## src/source/cache_pkg.sv

```systemverilog
`default_nettype none

package cache_pkg;

    // Geometry
    localparam int addr_w     = 15;
    localparam int tag_w      = 9;
    localparam int set_w      = 2;
    localparam int num_sets   = 4;
    localparam int num_ways   = 4;
    localparam int line_bytes = 16;
    localparam int line_w     = 128;
    localparam int beat_w     = 32;
    localparam int num_beats  = 4;

    // Derived index widths
    localparam int offset_w   = $clog2(line_bytes);
    localparam int way_w      = $clog2(num_ways);
    localparam int beat_idx_w = $clog2(num_beats);

    typedef enum logic [2:0] {
        idle,
        lookup,
        wb_req,
        wb_data,
        fill_req,
        fill_data,
        respond
    } cache_state_t;

    typedef enum logic {
        mem_read  = 1'b0,
        mem_write = 1'b1
    } mem_op_t;

endpackage

`default_nettype wire

```

## src/source/tag_store.sv

```systemverilog
`timescale 1ns/1ps
`default_nettype none

module tag_store (
    input  logic                           clk,
    input  logic                           arst_n,
    input  logic [cache_pkg::set_w-1:0]    set,
    input  logic [cache_pkg::tag_w-1:0]    tag,
    input  logic [cache_pkg::way_w-1:0]    way,
    input  logic                           tag_we,
    input  logic [cache_pkg::way_w-1:0]    victim_way,
    output logic                           hit,
    output logic [cache_pkg::way_w-1:0]    hit_way,
    output logic [cache_pkg::tag_w-1:0]    victim_tag_of,
    output logic [cache_pkg::num_ways-1:0] valid_bits
);
    import cache_pkg::*;

    logic [num_sets-1:0][num_ways-1:0] valid_q;
    logic [tag_w-1:0]                  tags [num_sets][num_ways];
    logic [num_ways-1:0]               match;

    always_ff @(posedge clk or negedge arst_n) begin
        if (!arst_n) begin
            valid_q <= '0;
        end else if (tag_we) begin
            valid_q[set][way] <= 1'b1;
        end
    end

    always_ff @(posedge clk) begin
        if (tag_we) begin
            tags[set][way] <= tag;
        end
    end

    // Four-way compare on the registered set
    always_comb begin
        hit_way = '0;
        for (int w = 0; w < num_ways; w++) begin
            match[w] = valid_q[set][w] && (tags[set][w] == tag);
        end
        for (int w = num_ways - 1; w >= 0; w--) begin
            if (match[w]) begin
                hit_way = way_w'(w);
            end
        end
    end

    assign hit           = |match;
    assign valid_bits    = valid_q[set];
    assign victim_tag_of = tags[set][victim_way];

endmodule

`default_nettype wire

```

## src/source/meta_store.sv

```systemverilog
`timescale 1ns/1ps
`default_nettype none

module meta_store (
    input  logic                           clk,
    input  logic                           arst_n,
    input  logic [cache_pkg::set_w-1:0]    set,
    input  logic [cache_pkg::way_w-1:0]    way,
    input  logic                           touch,
    input  logic                           mark_dirty,
    input  logic                           clear_dirty,
    input  logic [cache_pkg::num_ways-1:0] valid_bits,
    output logic [cache_pkg::way_w-1:0]    victim_way,
    output logic                           victim_dirty
);
    import cache_pkg::*;

    logic [num_sets-1:0][num_ways-1:0]            dirty_q;
    logic [num_sets-1:0][num_ways-1:0][way_w-1:0] age_q;
    logic [way_w-1:0]                             touched_age;
    logic                                         any_invalid;
    logic [way_w-1:0]                             invalid_way;
    logic [way_w-1:0]                             oldest_way;

    // A way filled from invalid counts as oldest, so valid ways keep distinct ages
    assign touched_age = valid_bits[way] ? age_q[set][way] : way_w'(num_ways - 1);

    always_ff @(posedge clk or negedge arst_n) begin
        if (!arst_n) begin
            age_q <= '0;
        end else if (touch) begin
            for (int w = 0; w < num_ways; w++) begin
                if (way_w'(w) == way) begin
                    age_q[set][w] <= '0;
                end else if (valid_bits[w] && (age_q[set][w] < touched_age)) begin
                    age_q[set][w] <= age_q[set][w] + 1'b1;
                end
            end
        end
    end

    always_ff @(posedge clk or negedge arst_n) begin
        if (!arst_n) begin
            dirty_q <= '0;
        end else if (touch) begin
            if (mark_dirty) begin
                dirty_q[set][way] <= 1'b1;
            end else if (clear_dirty) begin
                dirty_q[set][way] <= 1'b0;
            end
        end
    end

    // Lowest invalid way wins, else the oldest
    always_comb begin
        any_invalid = 1'b0;
        invalid_way = '0;
        oldest_way  = '0;
        for (int w = num_ways - 1; w >= 0; w--) begin
            if (!valid_bits[w]) begin
                any_invalid = 1'b1;
                invalid_way = way_w'(w);
            end
            if (age_q[set][w] == way_w'(num_ways - 1)) begin
                oldest_way = way_w'(w);
            end
        end
    end

    assign victim_way   = any_invalid ? invalid_way : oldest_way;
    assign victim_dirty = valid_bits[victim_way] && dirty_q[set][victim_way];

endmodule

`default_nettype wire

```

## src/source/data_store.sv

```systemverilog
`timescale 1ns/1ps
`default_nettype none

module data_store (
    input  logic                             clk,
    input  logic [cache_pkg::set_w-1:0]      set,
    input  logic [cache_pkg::way_w-1:0]      way,
    input  logic [cache_pkg::way_w-1:0]      victim_way,
    input  logic                             line_we,
    input  logic [cache_pkg::line_w-1:0]     wdata,
    input  logic [cache_pkg::line_bytes-1:0] mask,
    input  logic                             fill_we,
    input  logic [cache_pkg::beat_idx_w-1:0] beat_idx,
    input  logic [cache_pkg::beat_w-1:0]     fill_data,
    output logic [cache_pkg::line_w-1:0]     line,
    output logic [cache_pkg::line_w-1:0]     victim_line
);
    import cache_pkg::*;

    logic [line_w-1:0] lines [num_sets][num_ways];

    // Masked bytes land after the refill beat on the same edge
    always_ff @(posedge clk) begin
        if (fill_we) begin
            lines[set][way][beat_idx*beat_w +: beat_w] <= fill_data;
        end
        if (line_we) begin
            for (int b = 0; b < line_bytes; b++) begin
                if (mask[b]) begin
                    lines[set][way][b*8 +: 8] <= wdata[b*8 +: 8];
                end
            end
        end
    end

    assign line        = lines[set][way];
    assign victim_line = lines[set][victim_way];

endmodule

`default_nettype wire

```

## src/source/beat_counter.sv

```systemverilog
`timescale 1ns/1ps
`default_nettype none

module beat_counter (
    input  logic                             clk,
    input  logic                             arst_n,
    input  logic                             start,
    input  logic                             advance,
    output logic [cache_pkg::beat_idx_w-1:0] beat_idx,
    output logic                             last
);
    import cache_pkg::*;

    logic [beat_idx_w-1:0] count_q;

    always_ff @(posedge clk or negedge arst_n) begin
        if (!arst_n) begin
            count_q <= '0;
        end else if (start) begin
            count_q <= '0;
        end else if (advance) begin
            count_q <= count_q + 1'b1;
        end
    end

    assign beat_idx = count_q;
    // High for the whole of the final beat
    assign last     = (count_q == beat_idx_w'(num_beats - 1));

endmodule

`default_nettype wire

```

## src/source/miss_fsm.sv

```systemverilog
`timescale 1ns/1ps
`default_nettype none

module miss_fsm (
    input  logic                                     clk,
    input  logic                                     arst_n,
    input  logic                                     req_valid,
    input  logic                                     req_write,
    input  logic [cache_pkg::addr_w-1:0]             req_addr,
    input  logic [cache_pkg::line_w-1:0]             req_wdata,
    input  logic [cache_pkg::line_bytes-1:0]         req_mask,
    input  logic                                     rsp_ready,
    input  logic                                     mem_req_ready,
    input  logic                                     mem_rsp_valid,
    input  logic [cache_pkg::way_w-1:0]              hit_way,
    input  logic                                     hit,
    input  logic [cache_pkg::way_w-1:0]              victim_way,
    input  logic                                     victim_dirty,
    input  logic [cache_pkg::tag_w-1:0]              victim_tag,
    input  logic                                     beat_last,
    output logic                                     req_ready,
    output logic                                     rsp_valid,
    output logic                                     rsp_hit,
    output logic                                     mem_req_valid,
    output cache_pkg::mem_op_t                       mem_req_op,
    output logic [cache_pkg::tag_w+cache_pkg::set_w-1:0] mem_req_addr,
    output logic [cache_pkg::set_w-1:0]              cur_set,
    output logic [cache_pkg::tag_w-1:0]              cur_tag,
    output logic [cache_pkg::way_w-1:0]              cur_way,
    output logic [cache_pkg::line_w-1:0]             cur_wdata,
    output logic [cache_pkg::line_bytes-1:0]         cur_mask,
    output logic                                     tag_we,
    output logic                                     data_merge_we,
    output logic                                     fill_we,
    output logic                                     touch,
    output logic                                     beat_start,
    output logic                                     beat_advance
);
    import cache_pkg::*;

    cache_state_t          state_q;
    cache_state_t          state_d;
    logic                  write_q;
    logic                  hit_q;
    logic [way_w-1:0]      way_q;
    logic [set_w-1:0]      set_q;
    logic [tag_w-1:0]      tag_q;
    logic [line_w-1:0]     wdata_q;
    logic [line_bytes-1:0] mask_q;
    logic                  req_fire;
    logic                  mem_fire;
    logic                  fill_beat;
    logic                  fill_done;

    assign req_fire  = req_valid && req_ready;
    assign mem_fire  = mem_req_valid && mem_req_ready;
    assign fill_beat = (state_q == fill_data) && mem_rsp_valid;
    assign fill_done = fill_beat && beat_last;

    always_comb begin
        state_d = state_q;
        case (state_q)
            idle:      if (req_valid) state_d = lookup;
            lookup: begin
                if (hit) begin
                    state_d = respond;
                end else if (victim_dirty) begin
                    state_d = wb_req;
                end else begin
                    state_d = fill_req;
                end
            end
            wb_req:    state_d = wb_data;
            wb_data:   if (mem_fire && beat_last) state_d = fill_req;
            fill_req:  if (mem_fire) state_d = fill_data;
            fill_data: if (fill_done) state_d = respond;
            respond:   if (rsp_ready) state_d = idle;
            default:   state_d = idle;
        endcase
    end

    always_ff @(posedge clk or negedge arst_n) begin
        if (!arst_n) begin
            state_q <= idle;
            write_q <= 1'b0;
            hit_q   <= 1'b0;
            way_q   <= '0;
        end else begin
            state_q <= state_d;
            if (req_fire) begin
                write_q <= req_write;
            end
            if (state_q == lookup) begin
                hit_q <= hit;
                way_q <= hit ? hit_way : victim_way;
            end
        end
    end

    // Request payload
    always_ff @(posedge clk) begin
        if (req_fire) begin
            set_q   <= req_addr[offset_w +: set_w];
            tag_q   <= req_addr[addr_w-1 -: tag_w];
            wdata_q <= req_wdata;
            mask_q  <= req_mask;
        end
    end

    assign req_ready     = (state_q == idle);
    assign rsp_valid     = (state_q == respond);
    assign rsp_hit       = hit_q;

    assign mem_req_valid = (state_q == wb_data) || (state_q == fill_req);
    assign mem_req_op    = (state_q == wb_data) ? mem_write : mem_read;
    assign mem_req_addr  = (state_q == wb_data) ? {victim_tag, set_q} : {tag_q, set_q};

    assign cur_set   = set_q;
    assign cur_tag   = tag_q;
    assign cur_way   = (state_q == lookup) ? (hit ? hit_way : victim_way) : way_q;
    assign cur_wdata = wdata_q;
    assign cur_mask  = mask_q;

    // Hit in lookup, or the refill has just completed
    assign touch         = ((state_q == lookup) && hit) || fill_done;
    assign tag_we        = fill_done;
    assign fill_we       = fill_beat;
    assign data_merge_we = write_q && touch;

    assign beat_start   = (state_q == wb_req) || ((state_q == fill_req) && mem_fire);
    assign beat_advance = ((state_q == wb_data) && mem_fire) || fill_beat;

endmodule

`default_nettype wire

```

## src/source/cache_top.sv

```systemverilog
`timescale 1ns/1ps
`default_nettype none

module cache_top (
    input  logic                                         clk,
    input  logic                                         arst_n,
    input  logic                                         req_valid,
    output logic                                         req_ready,
    input  logic                                         req_write,
    input  logic [cache_pkg::addr_w-1:0]                 req_addr,
    input  logic [cache_pkg::line_w-1:0]                 req_wdata,
    input  logic [cache_pkg::line_bytes-1:0]             req_mask,
    output logic                                         rsp_valid,
    input  logic                                         rsp_ready,
    output logic [cache_pkg::line_w-1:0]                 rsp_data,
    output logic                                         rsp_hit,
    output logic                                         mem_req_valid,
    input  logic                                         mem_req_ready,
    output cache_pkg::mem_op_t                           mem_req_op,
    output logic [cache_pkg::tag_w+cache_pkg::set_w-1:0] mem_req_addr,
    output logic [cache_pkg::beat_w-1:0]                 mem_wdata,
    input  logic                                         mem_rsp_valid,
    input  logic [cache_pkg::beat_w-1:0]                 mem_rsp_data
);
    import cache_pkg::*;

    logic                  hit;
    logic [way_w-1:0]      hit_way;
    logic [way_w-1:0]      victim_way;
    logic                  victim_dirty;
    logic [tag_w-1:0]      victim_tag;
    logic [num_ways-1:0]   valid_bits;
    logic [set_w-1:0]      cur_set;
    logic [tag_w-1:0]      cur_tag;
    logic [way_w-1:0]      cur_way;
    logic [line_w-1:0]     cur_wdata;
    logic [line_bytes-1:0] cur_mask;
    logic                  tag_we;
    logic                  data_merge_we;
    logic                  fill_we;
    logic                  touch;
    logic                  beat_start;
    logic                  beat_advance;
    logic [beat_idx_w-1:0] beat_idx;
    logic                  beat_last;
    logic [line_w-1:0]     victim_line;

    miss_fsm u_fsm (
        .clk, .arst_n,
        .req_valid, .req_write, .req_addr, .req_wdata, .req_mask,
        .rsp_ready, .mem_req_ready, .mem_rsp_valid,
        .hit_way, .hit, .victim_way, .victim_dirty, .victim_tag, .beat_last,
        .req_ready, .rsp_valid, .rsp_hit,
        .mem_req_valid, .mem_req_op, .mem_req_addr,
        .cur_set, .cur_tag, .cur_way, .cur_wdata, .cur_mask,
        .tag_we, .data_merge_we, .fill_we, .touch, .beat_start, .beat_advance
    );

    tag_store u_tags (
        .clk, .arst_n,
        .set           (cur_set),
        .tag           (cur_tag),
        .way           (cur_way),
        .tag_we,
        .victim_way,
        .hit,
        .hit_way,
        .victim_tag_of (victim_tag),
        .valid_bits
    );

    // Refill clears dirty unless the write merges on the same edge
    meta_store u_meta (
        .clk, .arst_n,
        .set         (cur_set),
        .way         (cur_way),
        .touch,
        .mark_dirty  (data_merge_we),
        .clear_dirty (tag_we),
        .valid_bits,
        .victim_way,
        .victim_dirty
    );

    data_store u_data (
        .clk,
        .set         (cur_set),
        .way         (cur_way),
        .victim_way,
        .line_we     (data_merge_we),
        .wdata       (cur_wdata),
        .mask        (cur_mask),
        .fill_we,
        .beat_idx,
        .fill_data   (mem_rsp_data),
        .line        (rsp_data),
        .victim_line
    );

    beat_counter u_beats (
        .clk, .arst_n,
        .start    (beat_start),
        .advance  (beat_advance),
        .beat_idx,
        .last     (beat_last)
    );

    // Writeback word, beat 0 is the low word
    assign mem_wdata = victim_line[beat_idx*beat_w +: beat_w];

endmodule

`default_nettype wire

```

## config.mk

```make
export PLATFORM = sky130hd
export DESIGN_NAME = cache_top
export DESIGN_NICKNAME = d
export VERILOG_FILES = /design/src/source/cache_pkg.sv /design/src/source/tag_store.sv /design/src/source/meta_store.sv /design/src/source/data_store.sv /design/src/source/beat_counter.sv /design/src/source/miss_fsm.sv /design/src/source/cache_top.sv
export SDC_FILE = /design/constraint.sdc
export NUM_CORES = 2
export LEC_CHECK = 0
export CORE_MARGIN = 4
export CORE_UTILIZATION = 50
export CTS_CLUSTER_DIAMETER = 120
export DETAILED_ROUTE_END_ITERATION = 12
export DONT_BUFFER_PORTS = 1
export HOLD_SLACK_MARGIN = 0.05
export PLACE_DENSITY = 0.65
export SYNTH_ARGS = -nofsm -noshare
export SYNTH_HDL_FRONTEND = slang
export SYNTH_SLANG_ARGS = --single-unit
```

## constraint.sdc

```tcl
create_clock -name clk -period 5.4 [get_ports clk]
set_input_delay 1.08 -clock clk [delete_from_list [all_inputs] [get_ports clk]]
set_output_delay 1.08 -clock clk [all_outputs]
set_load 0.02 [all_outputs]
```

# Yosys cells after proc, flatten, opt, wreduce, memory -nomap -nowiden
# Memories as Yosys holds them, arrays and structs flattened. A register that Yosys moved wholly into a read port is not among the register bits.
# Index checks and enable logic that the tools add are counted.
# totals
reg_bits	228
ramBits	2192
input_bits	198
output_inout_bits	176
elab_cells	16683
mem_count	2
# classes
n_addsub	6
n_lt_le_gt_ge	12
n_eq_ne	23
shifts	3
mux	8366
bitwise_logic	8206
n_reduce_logical	32
# mem_list
name	words	word_bits	read_ports	rd_ports_with_merged_regs	wr	line_no	rtl
u_data.lines	4	512	1	1	1	data_store.sv:20	logic [line_w-1:0] lines [num_sets][num_ways];
u_tags.tags	4	36	1	1	1	tag_store.sv:20	logic [tag_w-1:0] tags [num_sets][num_ways];
# ops
op	count
512-bit 2-to-1 mux	17
1-bit 2-to-1 mux	8235
1-bit OR	8192
128-bit demux with 2-bit select	17
128-bit 2-to-1 mux	6
128-bit binary-select mux with 2-bit select	2
32-bit 2-to-1 mux	12
32-bit AND	4
32-bit bitwise mux	4
32-bit NOT	4
32-bit by 34-bit variable shift with 128-bit output (first input constant)	1
128-bit by 8-bit indexed part select with 32-bit output	1
32-bit by 34-bit indexed part select with 128-bit output	1
120-bit 2-to-1 mux	1
112-bit 2-to-1 mux	1
104-bit 2-to-1 mux	1
96-bit 2-to-1 mux	1
88-bit 2-to-1 mux	1
80-bit 2-to-1 mux	1
72-bit 2-to-1 mux	1
8-bit demux with 2-bit select	4
64-bit 2-to-1 mux	1
56-bit 2-to-1 mux	1
16-bit 2-to-1 mux	3
other kinds (48)	136

# Depth between registers and ports, before layout
# logic_depth
word_depth	32
ltp_mapped	23
depth_no_buf	17

# Cells and area by module
# Synthesis repeated with hierarchy kept, for this count alone.
# hier_totals
hier_cells	6261
area_unflattened_um2	103292.8
# modules_own_cells
module	instances	cells_each	area_per_inst_um2	seq_area_each_um2
data_store	1	5316	86905.8	61499.0
tag_store	1	318	6591.3	4724.5
miss_fsm	1	224	5313.8	4829.6
meta_store	1	357	3578.4	1201.2
cache_top	1	39	814.5	0.0
beat_counter	1	7	88.8	50.0

# Least setup slack after synthesis
# Ideal clock, no wire load.
# synth_path
kind	reg-to-reg
startpoint	register u_fsm.state_q[1]
endpoint	register u_fsm.write_q
setup_ns	0.088
arrival_time_ns	6.380
required_time_ns	5.312
slack_ns	-1.067
path_stages_with_launch	6
path_buffers	2
period_less_slack_ns	6.467
cell_sequence	dfrtp_1 clkbuf_1 nor3_1 and2_1 clkbuf_1 mux2_2
# synth_between
elab_chain_len	2
# synth_lines
item	line_no	rtl
from (decl)	miss_fsm.sv:41	cache_state_t state_q;
from (signal assigned)	miss_fsm.sv:84	state_q <= idle;
from (signal assigned)	miss_fsm.sv:89	state_q <= state_d;
3-bit zero test	miss_fsm.sv:110	assign req_ready = (state_q == idle);
named net req_ready	cache_top.sv:8	output logic req_ready,
1-bit logical AND	miss_fsm.sv:55	assign req_fire = req_valid && req_ready;
named net u_fsm.req_fire	miss_fsm.sv:50	logic req_fire;
to (signal assigned)	miss_fsm.sv:91	write_q <= req_write;
to (decl)	miss_fsm.sv:43	logic write_q;
# The timed path passes the listed nets, and every way through them passes these cells.
# A chain may end at the register's enable or synchronous reset.

# Worst setup path in the final report
# layout_path
startpoint	register u_fsm.set_q[0] (netlist: u_fsm.cur_set[0])
endpoint	output mem_wdata[12] (netlist bit)
# layout_between
elab_chain_len	13
elab_cells_between_ends	26
classes_between	eq/ne (4); shift (1); mux (20); bitwise (1)
# layout_lines
item	line_no	rtl
from (decl)	miss_fsm.sv:46	logic [set_w-1:0] set_q;
from (signal assigned)	miss_fsm.sv:103	set_q <= req_addr[offset_w +: set_w];
8-bit binary-select mux with 2-bit select	meta_store.sv:64	if (age_q[set][w] == way_w'(num_ways - 1)) begin
8-bit 2-to-1 mux (implied by the code)	meta_store.sv:64	
2-bit == test	meta_store.sv:64	
2-bit 2-to-1 mux (4 in a row)	meta_store.sv:64	
2-bit 2-to-1 mux (*)	meta_store.sv:70	assign victim_way = any_invalid ? invalid_way : oldest_way;
2-bit NOT with 3-bit output (implied by the code) (*)	data_store.sv:37	assign victim_line = lines[set][victim_way];
128-bit binary-select mux with 2-bit select (*)	data_store.sv:37	
128-bit 2-to-1 mux (implied by the code) (*) (2 in a row)	data_store.sv:37	
128-bit by 8-bit indexed part select with 32-bit output (*)	cache_top.sv:109	assign mem_wdata = victim_line[beat_idx*beat_w +: beat_w];
to (decl)	cache_top.sv:21	output logic [cache_pkg::beat_w-1:0] mem_wdata,
# Every way passes the cells marked *; elsewhere a longest branch is shown, timed or not. The select of a mux whose other input is x is not followed.

==> results.md <==
Clocking:
- Clock tree synthesis found a total of between 2000 and 2500 sinks.
- The insertion delay of the later-clocked pin in the worst-skew pair is 0.95 ns.
- TritonCTS built the clock tree.
- The buffer levels on the longest clock path is 4.
- Clock tree synthesis inserted a total of 278 buffers.
- The root buffer cell chosen for the clock tree is sky130_fd_sc_hd__clkbuf_16.
- The number of H-tree levels is 5.
- The clock-pin slew on the worst setup and hold paths is 0.06 ns.

Run status:
- The run finished, with violations left.
- The final reports fail on setup timing.

STA:
- The worst path in the final design needs a cycle of 5.86 ns, including I/O delays and setup.
- The final setup slack of the worst path is -0.462 ns.
- The max-slew violation total from the final report was 0.
- The worst hold margin is between 0.2 and 0.25 ns.
- Setup violations remaining at the end of the flow were counted as 160.
- Derived from the worst setup path, the maximum achievable clock frequency is about 170 MHz.
- Setup repair after global routing could not meet its margin everywhere.
- The share of the clock period used by the worst path is 1.09.
- Adding up every negative setup slack in the final design gives -51.26 ns.
- Measured against its own limit, the worst slew margin works out to 0.143.
- The count of final hold-check violations is 0.
- The slew at the pin closest to its max-slew limit is 1.28 ns.
- The final worst clock skew is approximately 0.066 ns.

Die:
- The initialized floorplan defines 168 standard-cell rows.
- The die covers 0.219 mm².
- The die is 468 µm wide.
- The starting density of the core is 0.504.
- 374 I/O pins were placed.
- The floorplan step set the die height to 468 µm.
- The core region is ~0.21 mm².

Global route:
- Entering global routing, the biggest net connects between 80 and 90 pins.
- The number of global-route vias before repair is between 60000 and 70000.
- The initial antenna violation count is 75.
- The global router's overall resource usage is 0.323.
- The residual overflow from global routing is 0.
- The first global-routing pass estimated 493 mm of wire.

Worst setup path:
- STA classifies the critical path startpoint as a flip-flop.
- The critical path goes through buf_12 -> mux4_2 -> ha_4 -> nor3_4 -> nor3_4 -> nor3_4 -> buf_6 -> buf_16 -> buf_12 -> mux2i_1 -> buf_4 -> mux4_2 -> a21oi_1 -> buf_4 -> buf_4.
- The data arrival time of the worst path is around 4.8 ns.
- The largest individual stage delay along the critical path comes from the cell sky130_fd_sc_hd__mux4_2.
- In this run the worst path has a maximum fanout of 8.
- Data on the critical path is required at its endpoint by ~4.3 ns.
- The largest single stage delay on the critical path is 0.58 ns.
- The category of the worst setup path capture point is an output pin.
- The critical path is of the flip-flop to output pin type.

Logic synthesis:
- Of the total synthesized cell area, the portion taken by full adders, half adders and majority gates is 0.00106.
- Of the post-synthesis cell area, the part taken by muxes is 0.196.
- The number of distinct library cells after synthesis is 60.
- The mapped netlist covers between 0.1 and 0.15 mm².
- When the netlist entered floorplanning its net count stood at 6550.
- The post-synthesis compound-gate area fraction is 0.0276.
- The yosys synthesis warning count is 0.
- In the synthesized netlist the dominant register cell turns out to be sky130_fd_sc_hd__edfxtp_1.
- The fraction of registers with async set or reset after synthesis is 0.0301.
- The main combinational cell family by area after synthesis is multiplexers.
- Of the total synthesized cell area, the portion taken by XOR and XNOR cells is 0.00306.
- The share of the Yosys chip area taken by registers is 0.683.
- The simple-gate share of the synthesized area is 0.0745.
- The number of enable flip-flop cells after synthesis is 2347.
- Synthesis inferred 2422 register bits.
- Counting every instance in the synthesized netlist gives ~6300.
- The synthesized area per cell is 16.7 µm².

Flow run:
- The tool flagged a number of max-cap violations equal to 0.

Final layout:
- From synthesis to final layout, the design area changed by 24.4%.
- The layout has between 10000 and 15000 filler cells.
- The fraction of layout cells with a size suffix above 1 is 0.422.
- The most common library cell in the layout ignoring fill and taps is sky130_fd_sc_hd__edfxtp_1.
- With fillers left out, the area of the finished cells amounts to 0.132 mm².
- For this run, the number of standard cells in the final layout without fillers is 10300.
- The net count reported at finish is 7435.
- In the layout the commonest cells are sky130_fd_sc_hd__edfxtp_1 (2347), sky130_fd_sc_hd__nand2_1 (742), sky130_fd_sc_hd__mux4_2 (593), sky130_fd_sc_hd__buf_4 (576), sky130_fd_sc_hd__mux2_2 (521).
- At the end of the flow the core is filled with cells to 0.627.

Place:
- After detailed placement, the total cell area comes to between 0.1 and 0.15 mm².
- Summed over all nets, the half-perimeter wirelength after detailed placement is 240 mm.
- Counting tap cells, the placed design contains a total of approximately 9600 instances.
- The number of buffer cells added on primary ports is 0.
- The global placement routability congestion is 0.934.

Pwr:
- Power spread over the standard cell area amounts to 502 mW/mm².
- The maximum ir drop on the vdd rail is 0.423 mV.
- The reported leakage power is about 46 nW.

Detailed routing:
- The first detailed-routing pass took 6 iterations.
- Once detail routing completed, the nets flagged for antenna violations numbered 0.
- The residual DRC count is 0.
- The via density per instance is 6.54.
- The initial detailed-routing violation count is 9425.
- The total via count after detailed routing is 67600.
- In the final routed layout, each cell accounts on average for 35.2 µm.
- For this block, the routed nets add up to ~360 mm of wire.

Worst hold path:
- The type of the most critical hold path is input pin to flip-flop.
-- what timing repair did --
| item | in CTS | in global routing |
|---|---|---|
| buffers inserted | 84 | 72 |
| hold buffers | 2 | 0 |
| gates cloned | 60 | 16 |
| gates resized for setup | 526 | 645 |
| pin swaps | 88 | 144 |
| endpoints found under the hold margin | 73 | 0 |
| endpoints found under the setup margin | 169 | 169 |
-- layer usage --
layer  vias to the layer above  GRT usage  routed length, µm
met2                      4740      0.485             166000
met1                     34900      0.427             128000
met4                        18      0.168              23200
met5                         -          0                114
met3                       992     0.0979              46000
li1                      27000          -                  -
-- registers in the layout, summed over array words and instances, names as in the netlist, named ones only --
signal            cells
u_fsm.cur_set         2
u_fsm.cur_wdata     128
u_fsm.cur_tag         9
u_fsm.write_q         1
u_fsm.way_q           2
u_meta.age_q         32
u_data.lines       2048
u_fsm.rsp_hit         1
u_fsm.cur_mask       16
u_beats.beat_idx      2
u_tags.tags         144
u_tags.valid_q       16
u_fsm.state_q         3
-- power by group --
group	switching [W]	internal, W	total (W)
registers	0.000464	0.0218	0.0223
logic	0.0151	0.0108	0.0258
clock network	0.00734	0.0107	0.0181
total	0.0229	0.0433	0.0662
-- synth_stat cells (5+ instances only) --
cell type                   instances  area, µm²
sky130_fd_sc_hd__edfxtp_1        2347      70500
sky130_fd_sc_hd__nand2_1          962       3610
sky130_fd_sc_hd__mux4_2           593      13400
sky130_fd_sc_hd__mux2_2           527       5930
sky130_fd_sc_hd__nor2_1           306       1150
sky130_fd_sc_hd__clkbuf_1         296       1110
sky130_fd_sc_hd__and3_1           214       1340
sky130_fd_sc_hd__a31oi_1          163       1020
sky130_fd_sc_hd__mux2i_1          145       1450
sky130_fd_sc_hd__and2_1           133        832
sky130_fd_sc_hd__dfrtp_1           73       1830
sky130_fd_sc_hd__buf_1             65        244
sky130_fd_sc_hd__o21ai_0           56        280
sky130_fd_sc_hd__a21oi_1           55        275
sky130_fd_sc_hd__nor2_2            54        338
sky130_fd_sc_hd__a211oi_1          39        293
sky130_fd_sc_hd__xnor2_1           37        324
sky130_fd_sc_hd__a311oi_1          33        289
sky130_fd_sc_hd__nor3_1            24        120
sky130_fd_sc_hd__nand4_1           22        138
sky130_fd_sc_hd__a41oi_1           18        158
sky130_fd_sc_hd__buf_2             17       85.1
sky130_fd_sc_hd__inv_1             16       60.1
sky130_fd_sc_hd__nand3_1           14       70.1
sky130_fd_sc_hd__a221oi_1          13        114
sky130_fd_sc_hd__o21ai_1           13       65.1
sky130_fd_sc_hd__or2_2             12       75.1
sky130_fd_sc_hd__ha_1               9        113
sky130_fd_sc_hd__nor2b_1            8       50.1
sky130_fd_sc_hd__o211ai_2           6       75.1
sky130_fd_sc_hd__o2bb2ai_1          6       52.6
sky130_fd_sc_hd__buf_4              5       37.5
sky130_fd_sc_hd__o31ai_1            5       37.5
-- metrics by stage --
| step | total power (W) | worst slack, ns |
|---|---|---|
| after global routing | 0.0676 | -0.543 |
| final | 0.0662 | -0.462 |
| after global placement | 0.0417 | 0.0184 |
| after detailed placement | 0.0419 | -0.00688 |
| after floorplan | 0.0319 | 0.00295 |
| after CTS | 0.0634 | -0.524 |
-- layout make-up --
class / count / area [µm²] / area share
tap: 2805 / 3510 / 0.0266
multi-input combinational: 3515 / 35800 / 0.272
clock buffer: 342 / 7430 / 0.0564
sequential: 2422 / 72400 / 0.549
antenna: 119 / 298 / 0.00226
clock inverter: 121 / 1120 / 0.00849
timing repair inverter: 5 / 105 / 0.000797
inverter: 19 / 124 / 0.000940
timing repair buffer: 987 / 11100 / 0.0839
-- critical path: cells and delay by family, from the launching register on --
kind,cells,cell delay (ns)
flip-flops,1,0.44
adder cells (fa/ha/maj),1,0.21
AND/OR/NAND/NOR,3,0.52
buffers and inverters,7,1.32
AO/OA/AOI/OAI,1,0.19
multiplexers,3,1.15
-- worst paths after layout --
| check | start | to | slack [ns] | cells past startpoint |
|---|---|---|---|---|
| max in group asynchronous | arst_n | u_beats.beat_idx[1] | 4.27 | 2 |
| hold reg to reg | u_tags.valid_q[1] | u_tags.valid_q[1] | 0.46 | 1 |
| min in group asynchronous | arst_n | async pin | 0.78 | 2 |
| setup / recovery | u_fsm.cur_set[0] | mem_wdata[12] | -0.46 | 15 |
| setup reg to reg | u_fsm.cur_set[0] | u_data.lines[0][190] | 0.43 | 17 |
| hold / removal | req_wdata[117] | u_fsm.cur_wdata[117] | 0.22 | 0 |
-- cell families after synthesis --
group                    count (synthesis)
flip-flops                            2422
AND/OR/NAND/NOR                       1771
multiplexers                          1266
AO/OA/AOI/OAI                          432
buffers and inverters                  406
XOR/XNOR                                37
adder cells (fa/ha/maj)                  9
Power figures use the tool's default switching activity.
